<file path="config.mk">
export PLATFORM = sky130hd
export DESIGN_NAME = nabp_top
export DESIGN_NICKNAME = d
export VERILOG_FILES = /design/src/nabp_pkg.sv /design/src/nabp_filter_mapper.sv /design/src/nabp_line_buffer.sv /design/src/nabp_pe_array.sv /design/src/nabp_shifter.sv /design/src/nabp_state_control.sv /design/src/nabp_top.sv
export SDC_FILE = /design/constraint.sdc
export NUM_CORES = 1
export LEC_CHECK = 0
export BUFFER_PORTS_ARGS = -buffer_cell sky130_fd_sc_hd__buf_4
export CORE_UTILIZATION = 55
export DETAILED_ROUTE_END_ITERATION = 12
export PLACE_DENSITY = 0.75
export SLEW_MARGIN = 25
export SYNTH_ARGS = -nofsm -noshare
export SYNTH_HDL_FRONTEND = slang
export SYNTH_HIERARCHICAL = 1
export SYNTH_SLANG_ARGS = --single-unit
</file>
<file path="constraint.sdc">
create_clock -name clk -period 3.18 [get_ports clk]
set_input_delay 0.318 -clock clk [delete_from_list [all_inputs] [get_ports clk]]
set_output_delay 0.318 -clock clk [all_outputs]
set_load 0.01 [all_outputs]
</file>
<file path="src/nabp_pkg.sv">
package nabp_pkg;

    // row geometry
    localparam int IMAGE_SIZE = 16;
    localparam int NUM_PE     = 4;

    // line buffer positions feeding each PE
    localparam int PE_TAP_0 = 0;
    localparam int PE_TAP_1 = 4;
    localparam int PE_TAP_2 = 8;
    localparam int PE_TAP_3 = 12;

    // datapath widths
    localparam int SAMPLE_W  = 16;
    localparam int PIXEL_W   = 24;
    localparam int RAM_DEPTH = 32;
    localparam int RAM_AW    = 5;

    // 4.8 position accumulator
    localparam int ACCU_INT_W  = 4;
    localparam int ACCU_FRAC_W = 8;
    localparam int ACCU_W      = ACCU_INT_W + ACCU_FRAC_W;
    localparam logic [ACCU_W-1:0] ACCU_INIT = '0;

    // shifter down-counter, sized for the longer shift phase
    localparam int CNT_W = 4;
    localparam logic [CNT_W-1:0] FILL_CNT_INIT  = CNT_W'(PE_TAP_3);
    localparam logic [CNT_W-1:0] SHIFT_CNT_INIT = CNT_W'(IMAGE_SIZE - 1);

    // shifter states
    localparam int SH_STATE_W = 2;
    localparam logic [SH_STATE_W-1:0] SH_READY     = 2'd0;
    localparam logic [SH_STATE_W-1:0] SH_FILL      = 2'd1;
    localparam logic [SH_STATE_W-1:0] SH_FILL_DONE = 2'd2;
    localparam logic [SH_STATE_W-1:0] SH_SHIFT     = 2'd3;

    // projection sequencer states
    localparam int SC_STATE_W = 2;
    localparam logic [SC_STATE_W-1:0] SC_IDLE     = 2'd0;
    localparam logic [SC_STATE_W-1:0] SC_FILLING  = 2'd1;
    localparam logic [SC_STATE_W-1:0] SC_SHIFTING = 2'd2;
    localparam logic [SC_STATE_W-1:0] SC_FINISH   = 2'd3;

    // accumulator word, raw for the adder or split for the boundary test
    typedef union packed {
        logic [ACCU_W-1:0] raw;
        struct packed {
            logic [ACCU_INT_W-1:0]  int_part;
            logic [ACCU_FRAC_W-1:0] frac_part;
        } fields;
    } accu_t;

    typedef struct packed {
        logic mp_shift_en;
        logic lb_clear;
        logic lb_shift_en;
        logic pe_en;
    } shift_ctrl_t;

    typedef struct packed {
        logic                en;
        logic [RAM_AW-1:0]   addr;
        logic [SAMPLE_W-1:0] data;
    } sample_load_t;

    typedef logic [NUM_PE-1:0][SAMPLE_W-1:0] tap_vec_t;
    typedef logic [NUM_PE-1:0][PIXEL_W-1:0]  pixel_vec_t;

endpackage

</file>
<file path="src/nabp_filter_mapper.sv">
`timescale 1ns/1ns

module nabp_filter_mapper
(
    input  logic                          clk,
    input  logic                          reset_n,
    // host write port, only used while idle
    input  nabp_pkg::sample_load_t        load,
    // read sequencing from the shifter
    input  logic                          mp_kick,
    input  logic                          mp_shift_en,
    // sample to the line buffer, valid a cycle after mp_shift_en
    output logic [nabp_pkg::SAMPLE_W-1:0] sample
);

    logic [nabp_pkg::SAMPLE_W-1:0] ram [nabp_pkg::RAM_DEPTH];
    logic [nabp_pkg::RAM_AW-1:0]   rd_addr;

    // filtered projection storage
    always_ff @(posedge clk)
    begin
        if (load.en)
            ram[load.addr] <= load.data;
    end

    // read pointer, back to the row start on each projection
    always_ff @(posedge clk)
    begin
        if (!reset_n)
            rd_addr <= '0;
        else if (mp_kick)
            rd_addr <= '0;
        else if (mp_shift_en)
            rd_addr <= rd_addr + 1'b1;
    end

    // registered read, one cycle latency
    always_ff @(posedge clk)
    begin
        if (!reset_n)
            sample <= '0;
        else if (mp_shift_en)
            sample <= ram[rd_addr];
    end

endmodule

</file>
<file path="src/nabp_line_buffer.sv">
`timescale 1ns/1ns

module nabp_line_buffer
(
    input  logic                          clk,
    input  logic                          reset_n,
    input  logic                          lb_clear,
    input  logic                          lb_shift_en,
    // incoming sample from the mapper
    input  logic [nabp_pkg::SAMPLE_W-1:0] sample,
    // partition taps to the PEs
    output nabp_pkg::tap_vec_t            taps
);

    logic [nabp_pkg::IMAGE_SIZE-1:0][nabp_pkg::SAMPLE_W-1:0] line_q;

    // new sample at position 0, older ones move up
    always_ff @(posedge clk)
    begin
        if (!reset_n)
            line_q <= '0;
        else if (lb_clear)
            line_q <= '0;
        else if (lb_shift_en)
            line_q <= {line_q[nabp_pkg::IMAGE_SIZE-2:0], sample};
    end

    // fixed partition positions
    assign taps[0] = line_q[nabp_pkg::PE_TAP_0];
    assign taps[1] = line_q[nabp_pkg::PE_TAP_1];
    assign taps[2] = line_q[nabp_pkg::PE_TAP_2];
    assign taps[3] = line_q[nabp_pkg::PE_TAP_3];

endmodule

</file>
<file path="src/nabp_pe_array.sv">
`timescale 1ns/1ns

module nabp_pe_array
(
    input  logic                 clk,
    input  logic                 reset_n,
    // zero all sums at the start of a run
    input  logic                 pe_clear,
    // one accumulate per shift step
    input  logic                 pe_en,
    input  nabp_pkg::tap_vec_t   taps,
    output nabp_pkg::pixel_vec_t pixels
);

    nabp_pkg::pixel_vec_t sum_q;

    // one accumulator per tap
    // sums carry over between projections unless cleared
    always_ff @(posedge clk)
    begin
        if (!reset_n)
            sum_q <= '0;
        else if (pe_clear)
            sum_q <= '0;
        else if (pe_en)
        begin
            for (int i = 0; i < nabp_pkg::NUM_PE; i++)
            begin
                // zero-extend the unsigned sample
                sum_q[i] <= sum_q[i] + nabp_pkg::PIXEL_W'(taps[i]);
            end
        end
    end

    assign pixels = sum_q;

endmodule

</file>
<file path="src/nabp_shifter.sv">
`timescale 1ns/1ns

module nabp_shifter
(
    input  logic                  clk,
    input  logic                  reset_n,
    // kicks from the state controller
    input  logic                  fill_kick,
    input  logic                  shift_kick,
    input  nabp_pkg::accu_t       accu_base,
    // phase completion back to the state controller
    output logic                  fill_done,
    output logic                  shift_done,
    // enables to mapper, line buffer and PEs
    output nabp_pkg::shift_ctrl_t ctrl
);

    logic [nabp_pkg::SH_STATE_W-1:0] state;
    logic [nabp_pkg::SH_STATE_W-1:0] next_state;
    logic [nabp_pkg::CNT_W-1:0]      cnt;
    nabp_pkg::accu_t                 accu;
    nabp_pkg::accu_t                 accu_next;
    logic                            mp_shift_en;
    logic                            fill_done_l;
    logic                            shift_done_l;
    // delay pipes, bit 1 is the output end
    logic                            lb_shift_en_q;
    logic [1:0]                      pe_en_q;
    logic [1:0]                      fill_done_q;
    logic [1:0]                      shift_done_q;

    // wraps freely, only the integer boundary matters
    assign accu_next.raw = accu.raw + accu_base.raw;

    // every cycle in fill, only on a boundary crossing in shift
    assign mp_shift_en = (state == nabp_pkg::SH_FILL) ||
                         ((state == nabp_pkg::SH_SHIFT) &&
                          (accu_next.fields.int_part != accu.fields.int_part));

    // last cycle of each phase
    assign fill_done_l  = (cnt == '0) && (state == nabp_pkg::SH_FILL);
    assign shift_done_l = (cnt == '0) && (state == nabp_pkg::SH_SHIFT);

    // down-counter and position accumulator
    always_ff @(posedge clk)
    begin
        if (!reset_n)
        begin
            cnt      <= nabp_pkg::FILL_CNT_INIT;
            accu.raw <= nabp_pkg::ACCU_INIT;
        end
        else
        begin
            case (state)
                nabp_pkg::SH_FILL:
                    if (cnt != '0)
                        cnt <= cnt - 1'b1;
                nabp_pkg::SH_FILL_DONE:
                    cnt <= nabp_pkg::SHIFT_CNT_INIT;
                nabp_pkg::SH_SHIFT:
                    // accumulator holds on the final step
                    if (cnt != '0)
                    begin
                        cnt      <= cnt - 1'b1;
                        accu.raw <= accu_next.raw;
                    end
                default:
                begin
                    cnt      <= nabp_pkg::FILL_CNT_INIT;
                    accu.raw <= nabp_pkg::ACCU_INIT;
                end
            endcase
        end
    end

    always_ff @(posedge clk)
    begin
        if (!reset_n)
            state <= nabp_pkg::SH_READY;
        else
            state <= next_state;
    end

    always_comb
    begin
        next_state = state;
        case (state)
            nabp_pkg::SH_READY:
                if (fill_kick)
                    next_state = nabp_pkg::SH_FILL;
            nabp_pkg::SH_FILL:
                if (fill_done_l)
                    next_state = nabp_pkg::SH_FILL_DONE;
            nabp_pkg::SH_FILL_DONE:
                if (shift_kick)
                    next_state = nabp_pkg::SH_SHIFT;
            nabp_pkg::SH_SHIFT:
                if (shift_done_l)
                    next_state = nabp_pkg::SH_READY;
            default:
                next_state = nabp_pkg::SH_READY;
        endcase
    end

    // one cycle covers the RAM read, a second the line buffer update
    always_ff @(posedge clk)
    begin
        if (!reset_n)
        begin
            lb_shift_en_q <= 1'b0;
            pe_en_q       <= '0;
            fill_done_q   <= '0;
            shift_done_q  <= '0;
        end
        else
        begin
            lb_shift_en_q <= mp_shift_en;
            pe_en_q       <= {pe_en_q[0], state == nabp_pkg::SH_SHIFT};
            fill_done_q   <= {fill_done_q[0], fill_done_l};
            shift_done_q  <= {shift_done_q[0], shift_done_l};
        end
    end

    assign fill_done  = fill_done_q[1];
    assign shift_done = shift_done_q[1];

    // line buffer cleared at the kick, mapper restarts off the same pulse
    assign ctrl.mp_shift_en = mp_shift_en;
    assign ctrl.lb_clear    = fill_kick;
    assign ctrl.lb_shift_en = lb_shift_en_q;
    assign ctrl.pe_en       = pe_en_q[1];

endmodule

</file>
<file path="src/nabp_state_control.sv">
`timescale 1ns/1ns

module nabp_state_control
(
    input  logic clk,
    input  logic reset_n,
    // run request from outside
    input  logic start,
    input  logic clear,
    // phase completion from the shifter
    input  logic fill_done,
    input  logic shift_done,
    // phase kicks to the shifter
    output logic fill_kick,
    output logic shift_kick,
    // zero the PE sums before this run
    output logic pe_clear,
    output logic busy,
    output logic done
);

    logic [nabp_pkg::SC_STATE_W-1:0] state;

    always_ff @(posedge clk)
    begin
        if (!reset_n)
        begin
            state      <= nabp_pkg::SC_IDLE;
            fill_kick  <= 1'b0;
            shift_kick <= 1'b0;
            pe_clear   <= 1'b0;
            busy       <= 1'b0;
            done       <= 1'b0;
        end
        else
        begin
            // kicks and done are single-cycle pulses
            fill_kick  <= 1'b0;
            shift_kick <= 1'b0;
            pe_clear   <= 1'b0;
            done       <= 1'b0;
            case (state)
                nabp_pkg::SC_IDLE:
                begin
                    // start only honoured here, ignored while busy
                    if (start)
                    begin
                        state     <= nabp_pkg::SC_FILLING;
                        fill_kick <= 1'b1;
                        pe_clear  <= clear;
                        busy      <= 1'b1;
                    end
                end
                nabp_pkg::SC_FILLING:
                begin
                    // buffer primed, start stepping across the row
                    if (fill_done)
                    begin
                        state      <= nabp_pkg::SC_SHIFTING;
                        shift_kick <= 1'b1;
                    end
                end
                nabp_pkg::SC_SHIFTING:
                begin
                    // last pe_en already seen, sums are final
                    if (shift_done)
                    begin
                        state <= nabp_pkg::SC_FINISH;
                        done  <= 1'b1;
                        busy  <= 1'b0;
                    end
                end
                nabp_pkg::SC_FINISH:
                    // done is high for this one cycle
                    state <= nabp_pkg::SC_IDLE;
                default:
                    state <= nabp_pkg::SC_IDLE;
            endcase
        end
    end

endmodule

</file>
<file path="src/nabp_top.sv">
`timescale 1ns/1ns

module nabp_top
(
    input  logic                   clk,
    input  logic                   reset_n,
    // sample RAM write port
    input  nabp_pkg::sample_load_t load,
    // run handshake
    input  logic                   start,
    input  logic                   clear,
    input  nabp_pkg::accu_t        accu_base,
    output logic                   busy,
    output logic                   done,
    // accumulated pixels, stable from done
    output nabp_pkg::pixel_vec_t   pixels
);

    logic                          fill_kick;
    logic                          shift_kick;
    logic                          fill_done;
    logic                          shift_done;
    logic                          pe_clear;
    nabp_pkg::shift_ctrl_t         ctrl;
    logic [nabp_pkg::SAMPLE_W-1:0] sample;
    nabp_pkg::tap_vec_t            taps;

    // projection sequencer
    nabp_state_control u_state_control (
        .clk        (clk),
        .reset_n    (reset_n),
        .start      (start),
        .clear      (clear),
        .fill_done  (fill_done),
        .shift_done (shift_done),
        .fill_kick  (fill_kick),
        .shift_kick (shift_kick),
        .pe_clear   (pe_clear),
        .busy       (busy),
        .done       (done)
    );

    // fill and shift control
    nabp_shifter u_shifter (
        .clk        (clk),
        .reset_n    (reset_n),
        .fill_kick  (fill_kick),
        .shift_kick (shift_kick),
        .accu_base  (accu_base),
        .fill_done  (fill_done),
        .shift_done (shift_done),
        .ctrl       (ctrl)
    );

    // mapper restarts off the lb_clear copy of fill_kick
    nabp_filter_mapper u_filter_mapper (
        .clk         (clk),
        .reset_n     (reset_n),
        .load        (load),
        .mp_kick     (ctrl.lb_clear),
        .mp_shift_en (ctrl.mp_shift_en),
        .sample      (sample)
    );

    nabp_line_buffer u_line_buffer (
        .clk         (clk),
        .reset_n     (reset_n),
        .lb_clear    (ctrl.lb_clear),
        .lb_shift_en (ctrl.lb_shift_en),
        .sample      (sample),
        .taps        (taps)
    );

    nabp_pe_array u_pe_array (
        .clk      (clk),
        .reset_n  (reset_n),
        .pe_clear (pe_clear),
        .pe_en    (ctrl.pe_en),
        .taps     (taps),
        .pixels   (pixels)
    );

endmodule

</file>
== Word-level counts from Yosys, hierarchy flattened ==
Memory sizes are Yosys's and may differ from the RTL's. A register that Yosys moved wholly into a read port is not among the register bits.
Index checks and enable logic that the tools add are counted.

* RAM bits: 512
* Word-level logic and storage cells: 100
* Input port bits: 38
* Flip-flop bits (word level): 341
* Memories: 1
* Output and inout bits: 98

{| class="wikitable"
|+ Memories
! name !! depth !! width !! rd ports !! clocked after Yosys merged registers in !! wr ports !! line !! text
|-
| u_filter_mapper.ram || 32 || 16 || 1 || 1 || 1 || nabp_filter_mapper.sv:16 || <nowiki>logic [nabp_pkg::SAMPLE_W-1:0] ram [nabp_pkg::RAM_DEPTH];</nowiki>
|}

* Reduce and logical (&&, ||, !) cells: 22
* Eq/ne operators: 16
* Bitwise gates (word level): 2
* Add/subtract/negate cells: 7
* Muxes and demuxes: 21

{| class="wikitable"
|+ Operators with widths
! kind !! number
|-
| 24-bit by 16-bit adder with 24-bit output || 4
|-
| 12-bit one-hot mux with 2 select lines || 1
|-
| 2-bit one-hot mux with 4 select lines || 2
|-
| 2-bit 2-to-1 mux || 7
|-
| 12-bit adder || 1
|-
| 12-bit 2-to-1 mux || 1
|-
| 2-bit by 1-bit != test with 1-bit output, second input constant || 5
|-
| 3-bit AND reduction || 3
|-
| 2-bit equality test, second input constant || 4
|-
| 2-bit != test, second input constant || 4
|-
| 4-bit one-hot mux with 2 select lines || 1
|-
| 2-bit AND reduction || 4
|-
| 2-bit OR reduction || 4
|-
| 1-bit 2-to-1 mux || 7
|-
| 5-bit by 1-bit adder with 5-bit output, second input constant || 1
|-
| 2-bit by 1-bit equality test with 1-bit output, second input constant || 2
|-
| 2-bit logical NOT || 2
|-
| 4-bit logical NOT || 1
|-
| 4-bit 2-to-1 mux || 1
|-
| 4-bit != test || 1
|-
| 4-bit AND reduction || 1
|-
| 4-bit nonzero test || 1
|-
| 4-bit by 1-bit subtractor with 4-bit output, second input constant || 1
|-
| 1-bit logical AND || 3
|-
| other kinds (5) || 6
|}

== Logic depth before layout (Yosys ltp) ==
* Depth after elaboration: 4
* Gate-level depth with buffers: 14
* Gate-level depth less buffers: 13

== Hierarchy ==
Netlist, hierarchy kept.

{| class="wikitable"
|+ Modules (own cells, without submodules)
! module !! cells an instance !! area each (sq um) !! times used !! seq. area each (sq um)
|-
| nabp_filter_mapper || 1,121 || 20,801.2 || 1 || 15,795.1
|-
| nabp_line_buffer || 735 || 7,840.0 || 1 || 4,164.0
|-
| nabp_pe_array || 814 || 6,592.6 || 1 || 1,921.8
|-
| nabp_shifter || 192 || 1,709.1 || 1 || 480.5
|-
| nabp_state_control || 30 || 315.3 || 1 || 140.1
|}

== Worst setup path after synthesis ==
OpenSTA, ideal clock, no wires.

* Path type: input to register
* Start: input accu_base[0] (netlist bit)
* End: register u_filter_mapper/sample[10] (netlist bit), read port of u_filter_mapper.ram
* Library setup time: 0.119 ns
* Required time: 3.061 ns
* Stages: 14
* Buffers on the path: 1
* Arrival: 3.002 ns
* Slack: 0.059 ns
* Path through: ha_1 -> fa_1 -> a21oi_1 -> o221ai_2 -> a21o_1 -> a21oi_2 -> xnor3_1 -> and4bb_1 -> nor2_1 -> buf_4 -> nand2_1 -> o41ai_1 -> a21oi_1 -> o221a_2

* Word-level cells in the longest chain between the ends: 4

{| class="wikitable"
|+ Ends and longest elaborated chain
! what !! line !! text
|-
| start: declaration || nabp_top.sv:12 || <nowiki>input nabp_pkg::accu_t accu_base,</nowiki>
|-
| 12-bit adder || nabp_shifter.sv:33 || <nowiki>assign accu_next.raw = accu.raw + accu_base.raw;</nowiki>
|-
| 4-bit != test || nabp_shifter.sv:38 || <nowiki>(accu_next.fields.int_part != accu.fields.int_part));</nowiki>
|-
| 1-bit logical AND || nabp_shifter.sv:37 || <nowiki>((state == nabp_pkg::SH_SHIFT) &&</nowiki>
|-
| 1-bit logical OR || nabp_shifter.sv:36 || <nowiki>assign mp_shift_en = (state == nabp_pkg::SH_FILL) ||</nowiki>
|-
| net u_shifter.mp_shift_en || nabp_shifter.sv:23 || <nowiki>logic mp_shift_en;</nowiki>
|-
| end: declaration || nabp_filter_mapper.sv:13 || <nowiki>output logic [nabp_pkg::SAMPLE_W-1:0] sample</nowiki>
|}

The timed path passes the listed nets, and every way through them passes these cells.
A chain may end at the register's enable or synchronous reset.

==> metrics.md <==
| Metric | Value |
|---|---|
| Number of global-route vias before repair | `23170` |
| Origin of the critical flop-to-flop path | `u_shifter/accu[0]` |
| Arrival time of the worst setup path | `3.69 ns` |
| Setup slack, reg-to-reg | `0.06 ns` |
| Count of cells along the worst hold path | `1` |
| Clock tree root driver cell | `clkbuf_16` |
| Fmax | `0.3207 GHz` |
| Largest stage delay on the critical path | `0.41 ns` |
| I/O Pins | `136` |
| Share of the clock period used by the worst path | `98.07%` |
| GR Overflow Total | `0` |
| Static leakage | `14.45 nW` |
| Number of enable-type register cells in the synthesized netlist | `512` |
| Insertion delay to the later sink of the worst-skew pair | `0.65 ns` |
| Commonest non-fill, non-tap cells in the layout | `edfxtp_1, mux2i_1, nor2_1` |
| Placed Cells | `3777` |
| Post-Synthesis Cell Area | `37260 um2` |
| Top area cells in the synthesized netlist | `edfxtp_1, dfxtp_1, mux2i_1` |
| Fraction of final layout cells sized beyond drive strength 1 | `14.92%` |
| Post-synth ARST share | `0%` |
| Most common cell after layout, fill and taps aside | `edfxtp_1` |
| Number of nets with antenna violations after detailed routing | `0` |
| Placeable core region | `67040 um2` |
| Critical path startpoint | `u_shifter/accu[0]` |
| Maximum buffer depth of the clock tree | `3` |
| Worst hold-check path type | `primary input to flop` |
| Remaining max-slew budget at the tightest pin | `40.25%` |
| Number of setup violations in the final report | `0` |
| Status | `finished, final reports clean` |
| Area share of the leading cell type in the synthesized netlist | `41.27%` |
| Die Y | `262.3 um` |
| Syn Area/Cell | `12.88 um2` |
| CP bufs+invs | `2` |
| Worst reg-to-reg path cell count | `15` |
| Sequential area share after synthesis | `60.39%` |
| Starting DRT DRC Count | `1883` |
| Total routed wirelength | `83770 um` |
| Inserted Clock Buffers | `88` |
| # Max-Cap Violations | `0` |
| Worst IR Drop VDD | `0.6314 mV` |
| Final Hold Vio Count | `0` |
| Total of warnings raised by yosys | `6` |
| CTS tree | `done` |
| Final number of max-transition violations | `0` |
| Endpoint class of the critical path | `flop` |
| Worst Skew | `0.03488 ns` |
| Power density cells | `619.0 nW/um2` |
| Starting density of the core | `55.58%` |
| Count of different cell masters after synthesis | `91` |
| Maximum number of pins on one net before global-route repair | `123` |
| Pre-antenna DRT Iters | `7` |
| Maximum level of the CTS H-tree | `3` |
| Transition at the pin with the smallest max-transition slack | `0.8962 ns` |
| CP max FO | `7` |
| Via-per-instance ratio | `5.956` |
| Final critical delay including setup and external delays | `3.119 ns` |
| Total Die Area | `68790 um2` |
| Synth-to-layout area growth | `12.06%` |
| Required time at the worst-slack endpoint | `3.75 ns` |
| Dominant cell type by area after synthesis | `edfxtp_1` |
| Wire per inst | `21.23 um` |
| Total of buffers placed on input and output ports | `135` |
| WS Path Type | `flop to flop` |
| CP Cell Sequence | `ha_4 -> fa_2 -> a21oi_4 -> o221ai_4 -> buf_6 -> or2_0 -> a31oi_1 -> o31a_1 -> and4bb_2 -> nor2_4 -> buf_6 -> nand2b_4 -> o41ai_2 -> a21oi_1 -> o221a_2` |
| Number of nets produced by synthesis | `3021` |
| Gpl congestion | `0.9150` |
| Row Count | `95` |
| Number of remaining DRC errors | `0` |
| First-pass GRT wire length | `128900 um` |
| Capture instance of the worst register-to-register path | `u_filter_mapper/sample[15]` |
| Vias post-DR | `23500` |
| Final Non-Filler Cells | `3945` |
| Critical path endpoint | `u_filter_mapper/sample[15]` |
| Detail Placement HPWL | `54560 um` |
| Yosys reg bits | `868` |
| Standard cell with the maximum stage delay on the critical path | `fa_2` |
| Most frequent CP cell | `buf_6` |
| CTS clk-pin slew, worst paths | `0.06 ns` |
| Total number of nets in the final design | `3127` |
| Type of origin of the critical path | `flop` |
| Antenna violations before repair | `4` |
| Primary FF master, synth | `edfxtp_1` |
| Total Routing Usage GR | `23.83%` |
| Number of sinks driven by the clock tree | `868` |
| Die width | `262.3 um` |
| Worst path top cell family by delay | `compound AO/OA/AOI/OAI gates` |
| Startpoint of the most critical hold path | `load[8]` |
| Crit path depth | `15` |
| Synth Instances | `2892` |
| Min Hold Slack | `0.08500 ns` |
[Yosys cell counts, types with 9 or more instances]
cell type and count:
edfxtp_1 512, mux2i_1 430, nor2_1 367, dfxtp_1 356, a21oi_1 140, buf_4 87
ha_1 86, nand2_1 79, a22oi_1 78, o21ai_0 66, clkbuf_1 61, nand3_1 47
a211oi_1 41, xnor2_1 38, inv_1 34, nor2b_1 30, a21o_1 28, buf_6 26
mux4_2 24, o22ai_1 23, xor2_1 23, or3_1 20, nor3_1 19, buf_2 16
a31oi_1 14, and3_1 14, mux2_2 14, or4_1 13, nand2b_1 12, o21a_1 11
and2_1 9, o21bai_1 9
[cell type report]
cell class,count,area (um2)
clock inverters,41,439.2
multi-input cells,1774,13270
flip-flops and latches,868,22520
repair buffers,230,1864
diodes,3,7.507
fillers,4984,25290
well taps,873,1092
inverters,36,135.1
clock buffers,120,2429
[report_power, final]
| group | total [mW] | internal [mW] | switching (mW) |
|---|---|---|---|
| Sequential | 12.3 | 12.1 | 0.198 |
| Clock | 10.2 | 5.94 | 4.27 |
| Combinational | 3.33 | 1.45 | 1.87 |
| Total | 25.8 | 19.5 | 6.34 |
[metal layers]
metal / up-vias / track usage (%) / part of all wire (%)
met5: - / 0 / 0
met4: 0 / 9.587 / 3.5
met3: 177 / 3.933 / 5.9
met2: 798 / 41.09 / 50
met1: 11620 / 29.89 / 41
li1: 10900 / - / -
[what timing repair did]
item,4_1_cts,5_1_grt
endpoints found under the hold margin,2,0
resized for setup,11,20
hold buffers,2,0
endpoints found under the setup margin,20,20
setup buffers,1,1
pin swaps,1,12
[kinds of logic (layout without fill, tap and decap cells)]
| group | count (synthesis) | after routing | synth area share [%] |
|---|---|---|---|
| buffers and inverters | 250 | 427 | 4.406 |
| xor gates and xnor gates | 63 | 63 | 1.555 |
| muxes | 472 | 472 | 13.71 |
| and+or+nand+nor | 648 | 648 | 7.835 |
| AOI/OAI and AO/OA | 500 | 500 | 8.946 |
| DFF | 868 | 868 | 60.39 |
| adders and majority gates | 91 | 91 | 3.157 |
| other | 0 | 3 | 0 |
[how the worst min path moves through the flow]
stage / to / slack [ns]
floorplan: u_shifter/shift_done_q[1] / 0.41
global placement: u_shifter/pe_en_q[1] / 0.42
detailed placement: u_shifter/fill_done_q[1] / 0.42
CTS: u_filter_mapper/ram[3][8] / 0.06
global route: u_filter_mapper/ram[5][8] / 0.08
finish: u_filter_mapper/ram[2][8] / 0.09
[stage by stage]
stage | worst slack [ns] | util (%) | total power [mW] | setup TNS (ns) | instance area, um2
detailed placement | -0.3276 | 57.72 | 15.75 | -4.396 | 38690
finish | 0.06148 | 62.28 | 25.85 | 0 | 41750
floorplan | 0.05887 | - | 15.17 | 0 | 37260
CTS | 0.004690 | 62.09 | 25.93 | 0 | 41630
global route | -0.01829 | 62.28 | 26.66 | -0.02571 | 41750
global placement | -0.2068 | 57.72 | 15.63 | -2.651 | 38690
[state kept, by name (all words and copies together) (netlist names)]
register                    cells
u_filter_mapper/ram           512
u_line_buffer/line_q          144
u_pe_array/pixels              96
u_line_buffer/taps             64
u_filter_mapper/sample         16
u_shifter/accu                 11
u_filter_mapper/rd_addr         5
u_shifter/cnt                   4
u_shifter/fill_done_q           2
u_shifter/pe_en_q               2
u_shifter/shift_done_q          2
u_shifter/state                 2
u_state_control/state           2
u_shifter/lb_shift_en_q         1
u_state_control/busy            1
u_state_control/done            1
u_state_control/fill_kick       1
u_state_control/pe_clear        1
u_state_control/shift_kick      1
Power figures use the tool's default switching activity.
